===== src/lsu_pkg.sv =====
package lsu_pkg;

  localparam int XLEN       = 32;
  localparam int STRB_W     = XLEN / 8;
  localparam int DMEM_WORDS = 256;
  localparam int DMEM_AW    = 8;          // word index width, log2 of DMEM_WORDS.

  typedef enum logic {
    LSU_LOAD  = 1'b0,
    LSU_STORE = 1'b1
  } lsu_op_e;

  // rv32 load/store width field.
  typedef enum logic [2:0] {
    F3_B  = 3'b000,
    F3_H  = 3'b001,
    F3_W  = 3'b010,
    F3_BU = 3'b100,
    F3_HU = 3'b101
  } func3_e;

  typedef enum logic [1:0] {
    RESP_OKAY   = 2'b00,
    RESP_SLVERR = 2'b10
  } axil_resp_e;

  typedef struct packed {
    lsu_op_e         op;
    func3_e          func3;
    logic [XLEN-1:0] addr;
    logic [XLEN-1:0] wdata;
  } lsu_req_t;

  typedef struct packed {
    logic [XLEN-1:0] rdata;
    logic            err;
  } lsu_rsp_t;

  typedef struct packed {
    logic [XLEN-1:0] addr;
  } axil_aw_t;

  typedef struct packed {
    logic [XLEN-1:0] addr;
  } axil_ar_t;

  typedef struct packed {
    logic [XLEN-1:0]   data;
    logic [STRB_W-1:0] strb;             // bit 0 is byte lane 0.
  } axil_w_t;

  typedef struct packed {
    axil_resp_e resp;
  } axil_b_t;

  typedef struct packed {
    logic [XLEN-1:0] data;
    axil_resp_e      resp;
  } axil_r_t;

endpackage


===== src/lsu_axil_master.sv =====
`timescale 1ns/100ps

module lsu_axil_master (
  input  logic                     clk_i,
  input  logic                     rst_n_i,

  input  lsu_pkg::lsu_req_t        req_i,
  input  logic                     req_valid_i,
  output logic                     req_ready_o,
  input  lsu_pkg::axil_w_t         w_aligned_i,
  input  logic [lsu_pkg::XLEN-1:0] load_data_i,
  output lsu_pkg::lsu_rsp_t        rsp_o,
  output logic                     rsp_valid_o,
  output lsu_pkg::func3_e          ld_func3_o,
  output logic [1:0]               ld_addr_o,

  output lsu_pkg::axil_aw_t        aw_o,
  output logic                     aw_valid_o,
  input  logic                     aw_ready_i,
  output lsu_pkg::axil_w_t         w_o,
  output logic                     w_valid_o,
  input  logic                     w_ready_i,
  input  lsu_pkg::axil_b_t         b_i,
  input  logic                     b_valid_i,
  output logic                     b_ready_o,
  output lsu_pkg::axil_ar_t        ar_o,
  output logic                     ar_valid_o,
  input  logic                     ar_ready_i,
  input  lsu_pkg::axil_r_t         r_i,
  input  logic                     r_valid_i,
  output logic                     r_ready_o
);

  import lsu_pkg::*;

  typedef enum logic [2:0] {
    ST_IDLE,
    ST_WRITE,
    ST_WAIT_B,
    ST_READ,
    ST_WAIT_R,
    ST_RESP
  } state_e;

  state_e   state_q;
  lsu_req_t req_q;
  axil_w_t  w_q;
  lsu_rsp_t rsp_q;
  logic     aw_done_q;
  logic     w_done_q;
  logic     req_fire;
  logic     aw_fire;
  logic     w_fire;

  assign req_ready_o = (state_q == ST_IDLE);
  assign req_fire    = req_valid_i && req_ready_o;

  assign aw_valid_o = (state_q == ST_WRITE) && !aw_done_q;
  assign w_valid_o  = (state_q == ST_WRITE) && !w_done_q;
  assign ar_valid_o = (state_q == ST_READ);
  assign aw_fire    = aw_valid_o && aw_ready_i;
  assign w_fire     = w_valid_o && w_ready_i;

  assign b_ready_o = 1'b1;                // responses are never stalled.
  assign r_ready_o = 1'b1;

  assign aw_o.addr = req_q.addr;
  assign ar_o.addr = req_q.addr;
  assign w_o       = w_q;

  assign ld_func3_o  = req_q.func3;
  assign ld_addr_o   = req_q.addr[1:0];
  assign rsp_o       = rsp_q;
  assign rsp_valid_o = (state_q == ST_RESP);

  always_ff @(posedge clk_i) begin
    if (!rst_n_i) begin
      state_q   <= ST_IDLE;
      aw_done_q <= 1'b0;
      w_done_q  <= 1'b0;
    end else begin
      case (state_q)
        ST_IDLE: begin
          if (req_fire) begin
            aw_done_q <= 1'b0;
            w_done_q  <= 1'b0;
            state_q   <= (req_i.op == LSU_STORE) ? ST_WRITE : ST_READ;
          end
        end
        ST_WRITE: begin
          if (aw_fire) aw_done_q <= 1'b1;
          if (w_fire) w_done_q <= 1'b1;
          if ((aw_done_q || aw_fire) && (w_done_q || w_fire)) begin
            state_q <= ST_WAIT_B;
          end
        end
        ST_WAIT_B: begin
          if (b_valid_i) state_q <= ST_RESP;
        end
        ST_READ: begin
          if (ar_ready_i) state_q <= ST_WAIT_R;
        end
        ST_WAIT_R: begin
          if (r_valid_i) state_q <= ST_RESP;
        end
        ST_RESP: begin
          state_q <= ST_IDLE;
        end
        default: begin
          state_q <= ST_IDLE;
        end
      endcase
    end
  end

  always_ff @(posedge clk_i) begin
    if (req_fire) begin
      req_q <= req_i;
      w_q   <= w_aligned_i;               // lanes computed from the presented request.
    end
    if ((state_q == ST_WAIT_B) && b_valid_i) begin
      rsp_q.rdata <= '0;
      rsp_q.err   <= (b_i.resp == RESP_SLVERR);
    end
    if ((state_q == ST_WAIT_R) && r_valid_i) begin
      rsp_q.rdata <= (r_i.resp == RESP_SLVERR) ? '0 : load_data_i;
      rsp_q.err   <= (r_i.resp == RESP_SLVERR);
    end
  end

endmodule


===== config.mk =====
export PLATFORM = sky130hd
export DESIGN_NAME = lsu_axil_master
export DESIGN_NICKNAME = d
export VERILOG_FILES = /design/src/lsu_pkg.sv /design/src/lsu_axil_master.sv
export SDC_FILE = /design/constraint.sdc
export NUM_CORES = 1
export LEC_CHECK = 0
export BUFFER_PORTS_ARGS = -buffer_cell sky130_fd_sc_hd__clkbuf_2
export CAP_MARGIN = 0
export CORE_AREA = 2 2 128 130
export CTS_BUF_LIST = sky130_fd_sc_hd__clkbuf_4 sky130_fd_sc_hd__clkbuf_8 sky130_fd_sc_hd__clkbuf_16
export CTS_CLUSTER_SIZE = 16
export DETAILED_ROUTE_END_ITERATION = 10
export DIE_AREA = 0 0 130 132
export REMOVE_ABC_BUFFERS = 1
export SYNTH_ARGS = -nofsm -noshare
export SYNTH_HDL_FRONTEND = slang
export SYNTH_SLANG_ARGS = --single-unit

===== constraint.sdc =====
create_clock -name clk_i -period 2.7 [get_ports clk_i]
set_clock_uncertainty 0.05 [all_clocks]
set_input_delay 0.27 -clock clk_i [delete_from_list [all_inputs] [get_ports clk_i]]
set_output_delay 0.27 -clock clk_i [all_outputs]
set_load 0.03 [all_outputs]

==> out/qor.csv <==
stage;metric;value;unit
routing;ant_nets;0;
setup_path;endpoint_kind;primary output;
clock_network;cts_resized;0;
finish;drive_gt1_frac;0.606;
finish;register_area;0.00322;sq mm
finish;finalCoreUtilization;0.360;
clock_network;clock_path_buffers;2;
routing;first_pass_iters;4;
grt;grt_pass1_vias;2786;
die;core-area;0.0157;sq mm
finish;antenna_cells;0;
routing;drt_iter0_drc;79;
finish;nets;641;
synth;async_reset_ff_frac;0;
finish;area_delta_synth_final;40.9;%
synth;ys_seq_elements;109;
clock_network;cts_tree;done;
worst_hold_path;hp-class;in2reg;
setup_path;critPathMaxFanout;12;
clock_network;holdBufCountCts;0;
timing;fmax;532;MHz
grt;gr-total-overflow;0;
setup_path;startpoint_type;register;
setup_path;crit_family;flip-flops;
synth;yosys-top-cells-area;edfxtp_1 78%, buf_4 7.3%, and2_1 5.3%, dfxtp_1 2.5%, nor2_1 0.75%;
job;max_cap_violations;0;
setup_path;critical_path.cell_chain;inv_1 -> nor2_1 -> clkbuf_2;
placement;port_buffers;258;
timing;worst_slack;0.819;ns
synth;synth_ff_type;edfxtp_1;
grt;gr-usage-all-layers;0.115;
synth;synth.most_common_cell;edfxtp_1;
finish;num-fill-cells;1548;
die;chipWidth;130;microns
synth;synthCells;230;
timing;final-setup-viol-count;0;
setup_path;required;2.38;ns
clock_network;cts_made_buffers;9;
timing;drv_slew;0;
power_and_ir_drop;ir_drop;278;uV
clock_network;cts.reportedPaths.clkPinSlew;0.07;ns
synth;ys_top_cells_by_count;104 x edfxtp_1, 39 x buf_4, 34 x and2_1;
synth;synth.distinct_cells;27;
clock_network;clkSinkCount;109;
synth;synth_top_area_cell;edfxtp_1;
placement;dp_hpwl;7930;microns
synth;synth_warnings;0;
clock_network;cts-root-buf;clkbuf_16;
setup_path;path_buf_inv;2;
synth;syn-cell-area;0.00402;sq mm
placement;place_ws;0.864;ns
die;start_util;0.256;
clock_network;h-tree-depth;3;
status;status;finished clean;
setup_path;worstSetupPathType;reg2out;
placement;gp_congestion;0.723;
power_and_ir_drop;p_leak;2.52;nW
synth;syn_area_per_cell;17.5;sq um
routing;drc;0;
grt;antenna_found_initial;0;
setup_path;cpPeakStageDelay;0.62;ns
die;dieArea;0.0172;sq mm
synth;synth_edf_count;104;
synth;yosysSeqAreaShare;0.802;
placement;dpl-instance-area;0.00532;sq mm
die;fp.dieH;132;microns
clock_network;clk_latency;0.34;ns
routing;via_per_inst;3.99;
setup_path;crit_arrival;1.56;ns
grt;grt_max_degree;42;
power_and_ir_drop;p_per_area;766;mW/mm^2
die;io_pins;325;
routing;routedWlPerCell;14.7;microns
die;row_count;46;
timing;rsz0062_at_grt;no;
routing;routed_wl;10000;microns
timing;period_share;0.697;
grt;grt_pass1_wl;14700;microns
synth;synth.top_cell.area_share;0.778;
timing;finalHoldViolCount;0;
routing;num_vias;2719;
timing;post-route-min-period;1.88;ns
setup_path;slowest_stage;dfxtp_1;
clock_network;post_cts_buffers;0;
finish;final_cell_area;0.00566;sq mm
finish;multi_input_area;488;sq um
## layer usage
layer,part of all wire,global-route usage
met4,0.013,0.0394
met5,0,0
met1,0.37,0.121
met3,0.15,0.0739
met2,0.46,0.185
## cell families (layout without fill, tap and decap cells)
logic type / Yosys count / count (layout) / share of synthesized area
DFF: 109 / 109 / 0.802
and+or+nand+nor: 57 / 57 / 0.0819
buffers and inverters: 45 / 279 / 0.0794
AOI/OAI and AO/OA: 16 / 16 / 0.0299
muxes: 2 / 2 / 0.00530
other: 1 / 2 / 0.000934
## area by class of cell
cell class	instances	area share
clock inverter	5	0.0192
inverter	3	0.00199
clock buffer	10	0.0411
tap	216	0.0477
timing repair buffer	261	0.234
multi-input combinational	77	0.0862
sequential	109	0.569
## registers in the layout, summed over array words and instances (netlist names)
register,flops
rsp_o,33
ar_o,32
w_o,36
state_q,3
ld_func3_o,3
aw_done_q,1
w_done_q,1
## cell usage in the layout (no fill, tap or decap), drive strengths merged, types with 2 or more instances in the layout
cell and n:
dfxtp 5, inv 4, nand2b 3, bufinv 3, nor2 8, conb 2
buf 3, nand2 6, clkbuf 268, o21ai 4, nor3b 3, and2 34
a21boi 3, edfxtp 104
## through the flow
stage                     setup TNS, ns  power [mW]  std cells  hold slack, ns
final                                 0        4.34        681          0.0496
after global routing                  0        4.52        681          0.0223
after CTS                             0        4.42        681          0.0202
after detailed placement              0        2.90        666           0.399
after global placement                0        2.88        666           0.397
after floorplan                  -52.50        2.58        189           0.319
## path summary, 6_finish.rpt
kind | from | end | slack [ns] | cells after the start
worst min register to register | w_done_q$_SDFFE_PN0P_ | w_done_q$_SDFFE_PN0P_ | 0.47 | 2
worst max-delay path | state_q[0]$_SDFFE_PN0P_ | rsp_valid_o | 0.82 | 3
worst min-delay path | req_i[58] | ar_o[26]$_DFFE_PP_ | 0.05 | 1
worst max register to register | state_q[1]$_SDFFE_PN0P_ | w_o[2]$_DFFE_PP_ | 0.86 | 3
## power by group
part | total, mW | internal [mW] | switching [mW]
logic | 0.763 | 0.209 | 0.554
clock network | 1.49 | 0.918 | 0.574
registers | 2.08 | 2.02 | 0.0656
No activity file was read; power rests on OpenSTA's default activity.
