### src/lsu_pkg.sv
package lsu_pkg;

  localparam int XLEN       = 32;
  localparam int STRB_W     = XLEN / 8;
  localparam int DMEM_WORDS = 256;
  localparam int DMEM_AW    = 8;          // word index width, log2 of DMEM_WORDS.

  typedef enum logic {
    LSU_LOAD  = 1'b0,
    LSU_STORE = 1'b1
  } lsu_op_e;

  // rv32 load/store width field.
  typedef enum logic [2:0] {
    F3_B  = 3'b000,
    F3_H  = 3'b001,
    F3_W  = 3'b010,
    F3_BU = 3'b100,
    F3_HU = 3'b101
  } func3_e;

  typedef enum logic [1:0] {
    RESP_OKAY   = 2'b00,
    RESP_SLVERR = 2'b10
  } axil_resp_e;

  typedef struct packed {
    lsu_op_e         op;
    func3_e          func3;
    logic [XLEN-1:0] addr;
    logic [XLEN-1:0] wdata;
  } lsu_req_t;

  typedef struct packed {
    logic [XLEN-1:0] rdata;
    logic            err;
  } lsu_rsp_t;

  typedef struct packed {
    logic [XLEN-1:0] addr;
  } axil_aw_t;

  typedef struct packed {
    logic [XLEN-1:0] addr;
  } axil_ar_t;

  typedef struct packed {
    logic [XLEN-1:0]   data;
    logic [STRB_W-1:0] strb;             // bit 0 is byte lane 0.
  } axil_w_t;

  typedef struct packed {
    axil_resp_e resp;
  } axil_b_t;

  typedef struct packed {
    logic [XLEN-1:0] data;
    axil_resp_e      resp;
  } axil_r_t;

endpackage

### src/load_extend.sv
`timescale 1ns/100ps

module load_extend (
  input  logic [lsu_pkg::XLEN-1:0] rdata_i,
  input  logic [1:0]               addr_i,
  input  lsu_pkg::func3_e          func3_i,

  output logic [lsu_pkg::XLEN-1:0] data_o
);

  import lsu_pkg::*;

  logic [7:0]  byte_sel;
  logic [15:0] half_sel;

  always_comb begin
    case (addr_i)
      2'b00:   byte_sel = rdata_i[7:0];
      2'b01:   byte_sel = rdata_i[15:8];
      2'b10:   byte_sel = rdata_i[23:16];
      2'b11:   byte_sel = rdata_i[31:24];
      default: byte_sel = rdata_i[7:0];
    endcase
  end

  assign half_sel = addr_i[1] ? rdata_i[31:16] : rdata_i[15:0];  // upper or lower half.

  always_comb begin
    case (func3_i)
      F3_B: begin
        data_o = {{(XLEN-8){byte_sel[7]}}, byte_sel};
      end
      F3_BU: begin
        data_o = {{(XLEN-8){1'b0}}, byte_sel};
      end
      F3_H: begin
        data_o = {{(XLEN-16){half_sel[15]}}, half_sel};
      end
      F3_HU: begin
        data_o = {{(XLEN-16){1'b0}}, half_sel};
      end
      F3_W: begin
        data_o = rdata_i;
      end
      default: begin
        data_o = rdata_i;                 // raw word for unknown widths.
      end
    endcase
  end

endmodule

### config.mk
export PLATFORM = sky130hd
export DESIGN_NAME = load_extend
export DESIGN_NICKNAME = d
export VERILOG_FILES = /design/src/lsu_pkg.sv /design/src/load_extend.sv
export SDC_FILE = /design/constraint.sdc
export NUM_CORES = 1
export LEC_CHECK = 0
export BUFFER_PORTS_ARGS = -buffer_cell sky130_fd_sc_hd__buf_4
export CAP_MARGIN = 0
export CORE_MARGIN = 1
export CORE_UTILIZATION = 40
export DETAILED_ROUTE_END_ITERATION = 7
export PLACE_DENSITY = 0.89
export SETUP_SLACK_MARGIN = 0.2
export SYNTH_ARGS = -nofsm -noshare
export SYNTH_HDL_FRONTEND = slang
export SYNTH_SLANG_ARGS = --single-unit
export TNS_END_PERCENT = 50
### constraint.sdc
create_clock -name vclk -period 3.2
set_input_delay 0.32 -clock vclk [all_inputs]
set_output_delay 0.32 -clock vclk [all_outputs]
set_load 0.02 [all_outputs]
==> qor.yml, run 1 <==
grt:
  antenna_found_initial: 0
  grt_pass1_vias: 901
  grt_pass1_wl_microns: 3980
  grt_max_degree: 38
  overflow: 0
  track_usage_pct: 26.2
timing:
  rsz0062_at_grt: "no"
  fin_crit_ns: 2.15
  hold_viol: 0
  setup_tns_ns: 0
  worst_slack_ns: 1.05
  finalCritPeriodShare_pct: 67.1
  relSlewSlack_pct: 61.6
  setup_viol: 0
  drv_slew: 0
  max_clock_freq_mhz: 466
  fin_hold_ws_ns: 0.952
  worst_pin_slew_ns: 0.575
cells_and_area:
  fillers: 137
  antenna_cells: 0
  drive_gt1_share_pct: 42.6
  nClkBuffers: 0
  seq_cell_count: 0
  multi_input_area_sq_um: 611
  seq_area_sq_um: 0
  fin_nets: 208
  syn2layout_area_growth_pct: 73.0
detailed_routing:
  via_count: 1041
  drt-initial-drc-count: 15
  viasPerCell: 5.63
  route.detailed.drc: 0
  wl_microns: 2460
  drt_pre_antenna_iters: 4
  antenna_left: 0
  wl_per_cell_microns: 13.3
worst_setup_path:
  critPathMaxFanout: 22
  critical_path.startpoint_type: "input port"
  slowest_delay_ns: 0.53
  cp.arrival_ns: 1.83
  crit_path_end_kind: "output pin"
  worstPathRequired_ns: 2.88
  cp_slowest_cell: "mux4_2"
  criticalPathCategory: "in -> out"
  crit_buf_inv: 2
  crit_top_cell: "buf_4"
  cp_top_family: "multiplexers"
  path_cells: "buf_4, mux4_2, and3b_1, a221o_1, buf_4"
place:
  io_buffers: 69
  place_congestion: 0.789
  post-place-ws_ns: 1.07
  dpl.hpwl_microns: 1870
synthesis:
  synth_fp_nets: 148
  seq_area_frac_synth_pct: 0
  avgSynthCellArea_sq_um: 6.02
  synthCells: 111
  ys_top_cells_by_count: "nand2_1 (35), a21o_1 (17), clkbuf_1 (9)"
  synth_top_area_cell: "nand2_1"
  synth.most_common_cell: "nand2_1"
  synth_area_sq_um: 668
  synth_top_area_share_pct: 19.7
  yosysUniqueCellTypes: 21
  yosysWarnings: 0
  synth_area_leaders: "nand2_1 (20%), a21o_1 (19%), a221o_1 (12%), a22oi_1 (7.9%), nand2b_1 (6.6%)"
outcome:
  outcome: "completed"
power:
  peakVddDrop_mv: 0.139
  leakage_nw: 0.713
  power_density_mw_per_mm2: 205
floorplanning:
  die_w_microns: 42.9
  fp.dieH_microns: 42.9
  fp.coreArea_sq_mm: 0.00154
  dieArea_sq_mm: 0.00184
  ios: 69
  initial_core_util_pct: 43.3
  core.rowCount: 14
cts:
  ctsHoldBuffers: 0
  post_cts_buffers: 0
  cts_resized: 0
job:
  cap_violations: 0
min_path:
  hp-class: "in -> out"
## final timing paths
check / startpoint / to / slack, ns / cells after the start
max: addr_i[1] / data_o[8] / 1.05 / 5
min: rdata_i[3] / data_o[3] / 0.95 / 4
## placed cells by master (no fill, tap or decap), drive strengths merged
cell type / instances
a21o: 17
a21oi: 2
a221o: 8
a22oi: 7
a31oi: 1
and3b: 1
buf: 69
inv: 2
mux2i: 1
mux4: 1
nand2: 35
nand2b: 7
nor2: 3
nor2b: 3
o21ai: 8
o21bai: 1
o22a: 1
o22ai: 1
or4: 1
## final cells by class
cell class / instances / share of cell area [%]
Timing Repair Buffer: 69 / 44.8
Inverter: 2 / 0.649
Tap cell: 16 / 1.73
Multi-Input combinational cell: 98 / 52.8
## where the power goes
| group | switching, mW | leakage (nW) | total, mW | internal [mW] |
|---|---|---|---|---|
| Clock | 0 | 0 | 0 | 0 |
| Combinational | 0.123 | 0.713 | 0.237 | 0.114 |
| Sequential | 0 | 0 | 0 | 0 |
| Total | 0.123 | 0.713 | 0.237 | 0.114 |
## per-layer routing
metal  global-route usage (%)  part of all wire (%)  vias up  routed length (microns)
li1                         -                     -      517                        -
met1                     36.5                    42      477                     1030
met2                     44.2                    50       45                     1230
met3                     2.55                   7.8        2                      192
met4                     3.13                  0.49        0                       12
met5                        0                     0        -                        0
## metrics by stage
stage	area [sq um]	power, mW	std cells	utilization (%)
2_1_floorplan	668	0.131	111	-
3_3_place_gp	1160	0.233	185	75.0
3_5_place_dp	1160	0.237	185	75.0
4_1_cts	1160	0.237	185	75.0
5_1_grt	1160	0.254	185	75.0
6_report	1160	0.237	185	75.0
## logic make-up after synthesis
kind of cell | Yosys count | synth area share [%]
AO/OA/AOI/OAI | 46 | 52.8
buffers and inverters | 13 | 8.61
multiplexers | 2 | 4.87
AND/OR/NAND/NOR | 50 | 33.7
## tightest hold or removal path, stage by stage
cell,delay [ns]
buf_4,0.08
nand2_1,0.03
o21ai_1,0.06
buf_4,0.14
(Power assumes the default switching activity.)
==> run 2: changes to the inputs <==
- ABC_AREA: default -> 1
- CORE_ASPECT_RATIO: default -> 1.5
- CORE_UTILIZATION: 40 -> 43
- PLACE_DENSITY: 0.89 -> 0.84
- clock period: 3.2 -> 2 ns (I/O delays scaled with it)
==> run 2 against run 1 <==
Against the previous run: area after synthesis rose by 38%; clock-buffer cell count did not move; cell count rose by 35%; largest power group unchanged; highest routed layer unchanged.
==> qor.yml, run 2 <==
timing:
  setup_tns_ns: 0
  worst_pin_slew_ns: 0.318
  relSlewSlack_pct: 78.8
  finalCritPeriodShare_pct: 83.5
  worst_slack_ns: 0.329
  rsz0062_at_grt: "no"
  drv_slew: 0
  fin_hold_ws_ns: 0.726
  hold_viol: 0
  setup_viol: 0
  fin_crit_ns: 1.67
  max_clock_freq_mhz: 599
detailed_routing:
  wl_microns: 3220
  drt_pre_antenna_iters: 4
  wl_per_cell_microns: 12.9
  via_count: 1377
  antenna_left: 0
  viasPerCell: 5.53
  drt-initial-drc-count: 61
  route.detailed.drc: 0
grt:
  overflow: 0
  antenna_found_initial: 0
  grt_max_degree: 26
  grt_pass1_vias: 1286
  track_usage_pct: 29.5
  grt_pass1_wl_microns: 5150
floorplanning:
  fp.dieH_microns: 58.8
  core.rowCount: 20
  ios: 69
  initial_core_util_pct: 45.6
  die_w_microns: 39.8
  fp.coreArea_sq_mm: 0.00203
  dieArea_sq_mm: 0.00234
power:
  finalPower_mw: 0.422
  leakage_nw: 0.813
  peakVddDrop_mv: 0.199
  power_density_mw_per_mm2: 310
cells_and_area:
  seq_area_sq_um: 0
  antenna_cells: 0
  final_cell_mix: "buf_4 (69), nand2_1 (48), nand3_1 (27)"
  nClkBuffers: 0
  design_area_sq_mm: 0.00136
  syn2layout_area_growth_pct: 47.3
  drive_gt1_share_pct: 38.3
  layout.cells.non_filler: 249
  mostFrequentLayoutCell: "buf_4"
  seq_cell_count: 0
  final_core_util_pct: 67.1
  fin_nets: 266
cts:
  ctsHoldBuffers: 0
  post_cts_buffers: 0
  cts_resized: 0
place:
  place_area_sq_mm: 0.00136
  post-place-ws_ns: 0.244
  dpl.hpwl_microns: 2420
  io_buffers: 69
  place_congestion: 0.818
  post-place-cells: 249
synthesis:
  synth_top_area_share_pct: 19.5
  synth_fp_nets: 207
  ys_top_cells_by_count: "nand2_1 (48), nand3_1 (27), nor2_1 (21)"
  synth_area_leaders: "nand2_1 (20%), nand3_1 (15%), nor2_1 (8.5%), o21ai_0 (8.1%), nand3_2 (7.6%)"
  seq_area_frac_synth_pct: 0
  synth_top_area_cell: "nand2_1"
  yosysUniqueCellTypes: 25
  synthCells: 170
  synth_area_sq_um: 923
  yosysWarnings: 0
  avgSynthCellArea_sq_um: 5.43
  synth.most_common_cell: "nand2_1"
worst_setup_path:
  critical_path.startpoint_type: "input port"
  criticalPathCategory: "in -> out"
  cp.arrival_ns: 1.47
  critPathMaxFanout: 24
  worstPathRequired_ns: 1.80
  crit_path_end_kind: "output pin"
outcome:
  outcome: "completed"
job:
  cap_violations: 0
min_path:
  hp-class: "in -> out"
-- run 2: cell count changes after synthesis, moves of 13 or more --
cell	change
nor2_1	+18
o21ai_0	+15
nand3_1	+27
a21o_1	-17
nand2_1	+13
-- run 2: logic make-up after synthesis --
logic type / synth area share, %
compound gates: 19.0
simple gates: 63.6
buf+inv: 17.5
-- run 2: worst paths after layout --
path | startpoint | end | slack, ns | depth (start not counted)
hold / removal | rdata_i[18] | data_o[18] | 0.73 | 4
setup / recovery | addr_i[1] | data_o[23] | 0.33 | 9
-- run 2: final cells by class --
| class | instances | area, sq um |
|---|---|---|
| multi-input combinational | 146 | 762 |
| fill | 214 | 667 |
| timing repair buffer | 69 | 518 |
| inverter | 12 | 52.6 |
| tap | 22 | 27.5 |
-- run 2: worst max-delay path, stage by stage --
cell and delay, ns:
buf_4 0.19, inv_4 0.17, nand2_1 0.08, nand2_1 0.07, inv_1 0.04, nand2_2 0.09
nand3_4 0.26, nand3_1 0.20, buf_4 0.16
-- run 2: where the power goes --
part	internal [mW]	leakage (nW)	total [mW]	switching, mW
logic	0.183	0.813	0.422	0.238
clock network	0	0	0	0
registers	0	0	0	0
-- run 2: layer usage --
metal | vias up | track usage, % | wire length [microns]
met5 | - | 0 | 0
met4 | 0 | 8.37 | 34
met3 | 4 | 0.377 | 178
met2 | 53 | 59.0 | 1830
met1 | 636 | 30.6 | 1170
li1 | 684 | - | -
