File: config.mk
export PLATFORM = sky130hd
export DESIGN_NAME = store_align
export DESIGN_NICKNAME = d
export VERILOG_FILES = /design/src/lsu_pkg.sv /design/src/store_align.sv
export SDC_FILE = /design/constraint.sdc
export NUM_CORES = 1
export LEC_CHECK = 0
export BUFFER_PORTS_ARGS = -buffer_cell sky130_fd_sc_hd__buf_4
export CAP_MARGIN = 20
export CORE_MARGIN = 8
export CORE_UTILIZATION = 33
export DETAILED_ROUTE_END_ITERATION = 7
export PLACE_DENSITY = 0.83
export SLEW_MARGIN = 20
export SYNTH_ARGS = -nofsm -noshare
export SYNTH_HDL_FRONTEND = slang
export SYNTH_SLANG_ARGS = --single-unit
export TNS_END_PERCENT = 1
File: constraint.sdc
create_clock -name vclk -period 1.45
set_input_delay 0.145 -clock vclk [all_inputs]
set_output_delay 0.145 -clock vclk [all_outputs]
set_load 0.005 [all_outputs]
File: src/lsu_pkg.sv
package lsu_pkg;

  localparam int XLEN       = 32;
  localparam int STRB_W     = XLEN / 8;
  localparam int DMEM_WORDS = 256;
  localparam int DMEM_AW    = 8;          // word index width, log2 of DMEM_WORDS.

  typedef enum logic {
    LSU_LOAD  = 1'b0,
    LSU_STORE = 1'b1
  } lsu_op_e;

  // rv32 load/store width field.
  typedef enum logic [2:0] {
    F3_B  = 3'b000,
    F3_H  = 3'b001,
    F3_W  = 3'b010,
    F3_BU = 3'b100,
    F3_HU = 3'b101
  } func3_e;

  typedef enum logic [1:0] {
    RESP_OKAY   = 2'b00,
    RESP_SLVERR = 2'b10
  } axil_resp_e;

  typedef struct packed {
    lsu_op_e         op;
    func3_e          func3;
    logic [XLEN-1:0] addr;
    logic [XLEN-1:0] wdata;
  } lsu_req_t;

  typedef struct packed {
    logic [XLEN-1:0] rdata;
    logic            err;
  } lsu_rsp_t;

  typedef struct packed {
    logic [XLEN-1:0] addr;
  } axil_aw_t;

  typedef struct packed {
    logic [XLEN-1:0] addr;
  } axil_ar_t;

  typedef struct packed {
    logic [XLEN-1:0]   data;
    logic [STRB_W-1:0] strb;             // bit 0 is byte lane 0.
  } axil_w_t;

  typedef struct packed {
    axil_resp_e resp;
  } axil_b_t;

  typedef struct packed {
    logic [XLEN-1:0] data;
    axil_resp_e      resp;
  } axil_r_t;

endpackage

File: src/store_align.sv
`timescale 1ns/100ps

module store_align (
  input  logic [1:0]               addr_i,
  input  logic [lsu_pkg::XLEN-1:0] wdata_i,
  input  lsu_pkg::func3_e          func3_i,

  output lsu_pkg::axil_w_t         w_o
);

  import lsu_pkg::*;

  always_comb begin
    w_o.data = wdata_i;
    w_o.strb = '0;

    case (func3_i)
      F3_W: begin
        w_o.data = wdata_i;
        w_o.strb = 4'b1111;
      end
      F3_H: begin
        case (addr_i[1])                  // addr_i[0] is ignored for halfwords.
          1'b0: begin
            w_o.data = {16'b0, wdata_i[15:0]};
            w_o.strb = 4'b0011;
          end
          1'b1: begin
            w_o.data = {wdata_i[15:0], 16'b0};
            w_o.strb = 4'b1100;
          end
          default: begin
            w_o.data = wdata_i;
            w_o.strb = '0;
          end
        endcase
      end
      F3_B: begin
        case (addr_i)
          2'b00: begin
            w_o.data = {24'b0, wdata_i[7:0]};
            w_o.strb = 4'b0001;
          end
          2'b01: begin
            w_o.data = {16'b0, wdata_i[7:0], 8'b0};
            w_o.strb = 4'b0010;
          end
          2'b10: begin
            w_o.data = {8'b0, wdata_i[7:0], 16'b0};
            w_o.strb = 4'b0100;
          end
          2'b11: begin
            w_o.data = {wdata_i[7:0], 24'b0};
            w_o.strb = 4'b1000;
          end
          default: begin
            w_o.data = wdata_i;
            w_o.strb = '0;
          end
        endcase
      end
      default: begin
        // unsupported width, the write leaves memory alone.
        w_o.data = wdata_i;
        w_o.strb = '0;
      end
    endcase
  end

endmodule

==> results of run 1 <==
==> metrics by stage <==
stage | worst slack, ns | std cells | hold WS (ns) | power, mW
3_3_place_gp | 0.0300 | 176 | 0.565 | 0.366
6_report | 0.0548 | 176 | 0.563 | 0.375
5_1_grt | -0.00706 | 176 | 0.586 | 0.407
4_1_cts | 0.000529 | 176 | 0.568 | 0.375
3_5_place_dp | 0.000242 | 176 | 0.568 | 0.374
2_1_floorplan | 0.246 | 89 | 0.394 | 0.143
==> cell usage in the layout, fill, tap and decap left out, drive strengths merged <==
cell type,Yosys,final
nor4b,1,1
nor2,4,4
a22oi,16,16
buf,5,78
o21a,4,4
a21oi,1,1
or2,1,1
nor2b,3,3
o21ai,17,17
a22o,8,8
nand2,17,17
and2,8,8
nor3b,1,1
==> layout make-up <==
cell class	count	share of cell area (%)
Timing Repair Buffer	78	52.5
Multi-Input combinational cell	81	45.6
Tap cell	17	1.91
==> worst max path at each step <==
stage	slack [ns]	cells past startpoint	endpoint
floorplan	0.25	5	w_o[20]
detailed placement	0.0002	5	w_o[6]
global placement	0.03	5	w_o[10]
finish	0.05	6	w_o[27]
CTS	0.0005	5	w_o[6]
global route	-0.007	6	w_o[27]
==> routing by layer <==
| layer | global-route usage, % | share of wire (%) | vias to the layer above |
|---|---|---|---|
| met5 | 0 | 0 | - |
| met4 | 0 | 0 | 0 |
| met3 | 5.10 | 8.3 | 0 |
| met2 | 31.2 | 51 | 43 |
| met1 | 17.4 | 40 | 460 |
| li1 | - | - | 472 |
==> where the power goes <==
group          internal [mW]  total, mW  switching, mW
Sequential                 0          0              0
Combinational          0.220      0.375          0.154
Clock                      0          0              0
Total                  0.220      0.375          0.154
==> worst max-delay path, cell delays in order <==
cell and delay (ns):
buf_4 0.12, nor2b_1 0.13, buf_4 0.14, nor3b_4 0.40
a22o_1 0.20, buf_4 0.11
==> what timing repair did <==
action                                  CTS  global route
hold buffers                              0             0
endpoints found under the setup margin    0            13
resized for setup                         0             2
==> logic make-up after synthesis <==
logic type	Yosys count
AOI/OAI and AO/OA	46
and+or+nand+nor	35
buffers and inverters	8
==> run_results.csv, run 1 <==
group,metric,value,unit
setup_path,crit_start,"addr_i[0]",
logic_synthesis,ys_top_cells_by_count,"nand2_1, o21ai_0, a22oi_1",
setup_path,worstSetupPathType,"in2out",
grt,grt_first_pass_wirelength,4610,um
logic_synthesis,yosysWarnings,0,
drt,drt_iter0_drc,56,
floorplanning,start_util,33.6,%
logic_synthesis,synth.cell_area,556,um2
logic_synthesis,synth_area_leader_cell,"a22oi_1",
hold_path,min_path_type,"in2out",
hold_path,whs_path_depth,4,
placed_design,dpl-instance-area,1110,um2
timing,clock.fmax,717,MHz
floorplanning,core,1650,um2
logic_synthesis,synth_cell_types,15,
cells_and_area,multi_input_area,509,um2
cells_and_area,areaGrowthSynthToFinish,101,%
timing,drv_slew,0,
cells_and_area,fin_util,67.6,%
cells_and_area,diodes,0,
grt,grt_use_total,16.1,%
placed_design,dp_hpwl,2360,um
logic_synthesis,synth_compound_area_share,55.9,%
timing,worstMarginPinSlew,0.524,ns
timing,slew-limit-headroom,64.9,%
clocking,postCtsSetupBuffers,0,
run,cap_viol_max_count,0,
floorplanning,rows,15,
hold_path,hp-start,"wdata_i[25]",
cells_and_area,fin_area,1120,um2
status,status,"finished clean",
logic_synthesis,seq_area_frac_synth,0,%
cells_and_area,fill_cells,152,
logic_synthesis,synthMuxAreaShare,0,%
placed_design,gp_congestion,0.723,
timing,setup_tns,0,ns
grt,grt_antenna_before_repair,0,
timing,hold_viol,0,
drt,wl,2880,um
setup_path,cp_max_fo,8,
cells_and_area,nFlopsAndLatches,0,
logic_synthesis,synthesis.instances,89,
timing,period_needed,1.40,ns
drt,post_drt_wl_per_cell,16.4,um
logic_synthesis,avgSynthCellArea,6.24,um2
power_and_ir_drop,p_per_area,336,nW/um2
timing,setup_viol,0,
drt,via_per_inst,5.54,
logic_synthesis,syn-num-nets,126,
cells_and_area,n_clock_buffer,0,
drt,drtAntennaViolNets,0,
power_and_ir_drop,irDropWorstVdd,0.192,mV
setup_path,arrival,1.25,ns
setup_path,cp-end-kind,"output port",
grt,grt_overflow,0,
drt,drc_errors,0,
floorplanning,die_h,57.0,um
power_and_ir_drop,leakagePower,0.569,nW
placed_design,port_buffers,73,
cells_and_area,fin_nets,198,
logic_synthesis,synth_fa_ha_area_share,0,%
floorplanning,die_area,3250,um2
logic_synthesis,yosys.area_share.xor_xnor,0,%
floorplanning,ios,73,
setup_path,worstPathRequired,1.31,ns
timing,rsz0062_at_grt,"yes",
grt,grt_start_max_net_pins,25,
drt,firstDrtPassIters,4,
timing,fin_crit_sh,96.2,%
hold_path,hold_end,"w_o[29]",
logic_synthesis,netlist_top_cells_area,"a22oi_1, o21ai_0, a22o_1",
logic_synthesis,yosys.area_share.simple,35.4,%
logic_synthesis,synth_top_area_share,21.6,%
cells_and_area,layout-drive-gt1-share,50.9,%
grt,grt_pass1_vias,1017,
floorplanning,die_w,57.0,um
drt,vias,975,
cells_and_area,area.sequential,0,um2
setup_path,crit_path_start_kind,"input port",
logic_synthesis,synth_top_family_by_area,"compound AO/OA/AOI/OAI gates",
No activity file was read; power rests on OpenSTA's default activity.
==> run 2, diff against run 1 <==
Settings changed: ABC_AREA set to 1, CORE_UTILIZATION 33 to 41, PLACE_DENSITY 0.83 to 0.84.
==> run_results.csv, run 2 <==
group,metric,value,unit
status,status,"finished clean",
placed_design,port_buffers,73,
placed_design,dp_hpwl,3070,um
logic_synthesis,seq_area_frac_synth,0,%
grt,grt_overflow,0,
timing,worstMarginPinSlew,0.331,ns
grt,grt_use_total,17.7,%
setup_path,worstSetupPathType,"in2out",
logic_synthesis,synth.cell_area,872,um2
logic_synthesis,synth_area_leader_cell,"nand3_1",
floorplanning,core,1980,um2
placed_design,gp_congestion,0.840,
hold_path,min_path_type,"in2out",
cells_and_area,area.sequential,0,um2
timing,setup_tns,0,ns
cells_and_area,diodes,0,
logic_synthesis,syn-num-nets,222,
power_and_ir_drop,fin_total_pwr,0.436,mW
cells_and_area,final_cell_mix,"buf_4, nand2_1, nand3_1",
clocking,postCtsSetupBuffers,0,
setup_path,arrival,1.15,ns
run,cap_viol_max_count,0,
setup_path,crit_path_start_kind,"input port",
drt,post_drt_wl_per_cell,13.6,um
timing,worst_slack,0.151,ns
logic_synthesis,netlist_top_cells_area,"nand3_1, nand2_1, nand4_1",
setup_path,worstPathRequired,1.31,ns
timing,slew-limit-headroom,77.9,%
logic_synthesis,ys_top_cells_by_count,"nand2_1, nand3_1, nor2_1",
grt,grt_first_pass_wirelength,6250,um
timing,clock.fmax,770,MHz
timing,drv_slew,0,
drt,wl,3790,um
drt,drtAntennaViolNets,0,
cells_and_area,nFlopsAndLatches,0,
floorplanning,rows,16,
cells_and_area,mostFrequentLayoutCell,"buf_4",
logic_synthesis,synth_cell_types,18,
logic_synthesis,synth_most_common_cell,"nand2_1",
setup_path,cp-end-kind,"output port",
grt,grt_start_max_net_pins,17,
logic_synthesis,yosysWarnings,0,
clocking,hold_buffers,0,
drt,drc_errors,0,
logic_synthesis,avgSynthCellArea,4.71,um2
grt,grt_pass1_vias,1425,
power_and_ir_drop,leakagePower,0.813,nW
drt,vias,1501,
drt,firstDrtPassIters,4,
grt,grt_antenna_before_repair,0,
logic_synthesis,synth_top_area_share,27.5,%
cells_and_area,layout-drive-gt1-share,35.7,%
drt,drt_iter0_drc,82,
floorplanning,ios,73,
floorplanning,die_h,62.1,um
drt,via_per_inst,5.38,
timing,setup_viol,0,
cells_and_area,areaGrowthSynthToFinish,63.1,%
cells_and_area,fin_nets,291,
floorplanning,die_w,62.1,um
logic_synthesis,synthesis.instances,185,
placed_design,place_ws,0.0974,ns
setup_path,cp_max_fo,13,
cells_and_area,n_clock_buffer,0,
power_and_ir_drop,p_per_area,307,nW/um2
timing,period_needed,1.30,ns
floorplanning,start_util,44.0,%
power_and_ir_drop,irDropWorstVdd,0.202,mV
timing,fin_crit_sh,89.6,%
timing,rsz0062_at_grt,"no",
floorplanning,die_area,3860,um2
timing,hold_viol,0,
[run 2: final timing paths]
| kind | from | endpoint | slack [ns] | depth (start not counted) |
|---|---|---|---|---|
| setup / recovery | func3_i[1] | w_o[16] | 0.15 | 8 |
| hold / removal | wdata_i[22] | w_o[26] | 0.56 | 4 |
[run 2: report_power, final]
| group | internal, mW | switching (mW) | total, mW |
|---|---|---|---|
| Sequential | 0 | 0 | 0 |
| Combinational | 0.218 | 0.218 | 0.436 |
| Clock | 0 | 0 | 0 |
[run 2: metal layers]
metal  GRT usage (%)  vias up  wire, um
li1                -      754         -
met1            20.2      679      1560
met2            33.9       66      1920
met3            3.23        2       289
met4            1.46        0        19
met5               0        -         0
[run 2: cells by family (layout without fill, tap and decap cells)]
kind of cell	count (synthesis)	in the layout	synth area share [%]
and+or+nand+nor	154	154	81.9
buffers and inverters	27	94	15.2
AOI/OAI and AO/OA	4	4	2.87
[run 2: critical path, cell delays in order]
cell and delay (ns):
buf_4 0.17, nor2_1 0.08, nand2_1 0.19, inv_4 0.11, nor2_4 0.20, nand2_1 0.08
nand2_1 0.06, buf_4 0.11
[run 2: final cells by class]
| cell class | count | area, um2 |
|---|---|---|
| multi-input cells | 158 | 744 |
| repair buffers | 77 | 578 |
| fillers | 194 | 559 |
| inverters | 17 | 66.3 |
| well taps | 27 | 33.8 |
[run 2: repair_timing]
| item | 4_1_cts | 5_1_grt |
|---|---|---|
| resized for setup | 0 | 2 |
| endpoints found under the setup margin | 0 | 6 |
| endpoints found under the hold margin | 0 | 0 |
[run 2: stage by stage]
stage / hold slack [ns] / util [%] / cells / cell area (um2)
final: 0.555 / 71.8 / 279 / 1420
after CTS: 0.559 / 71.4 / 279 / 1420
after floorplan: 0.381 / - / 185 / 872
after global placement: 0.557 / 71.4 / 279 / 1420
after global routing: 0.572 / 71.8 / 279 / 1420
after detailed placement: 0.558 / 71.4 / 279 / 1420
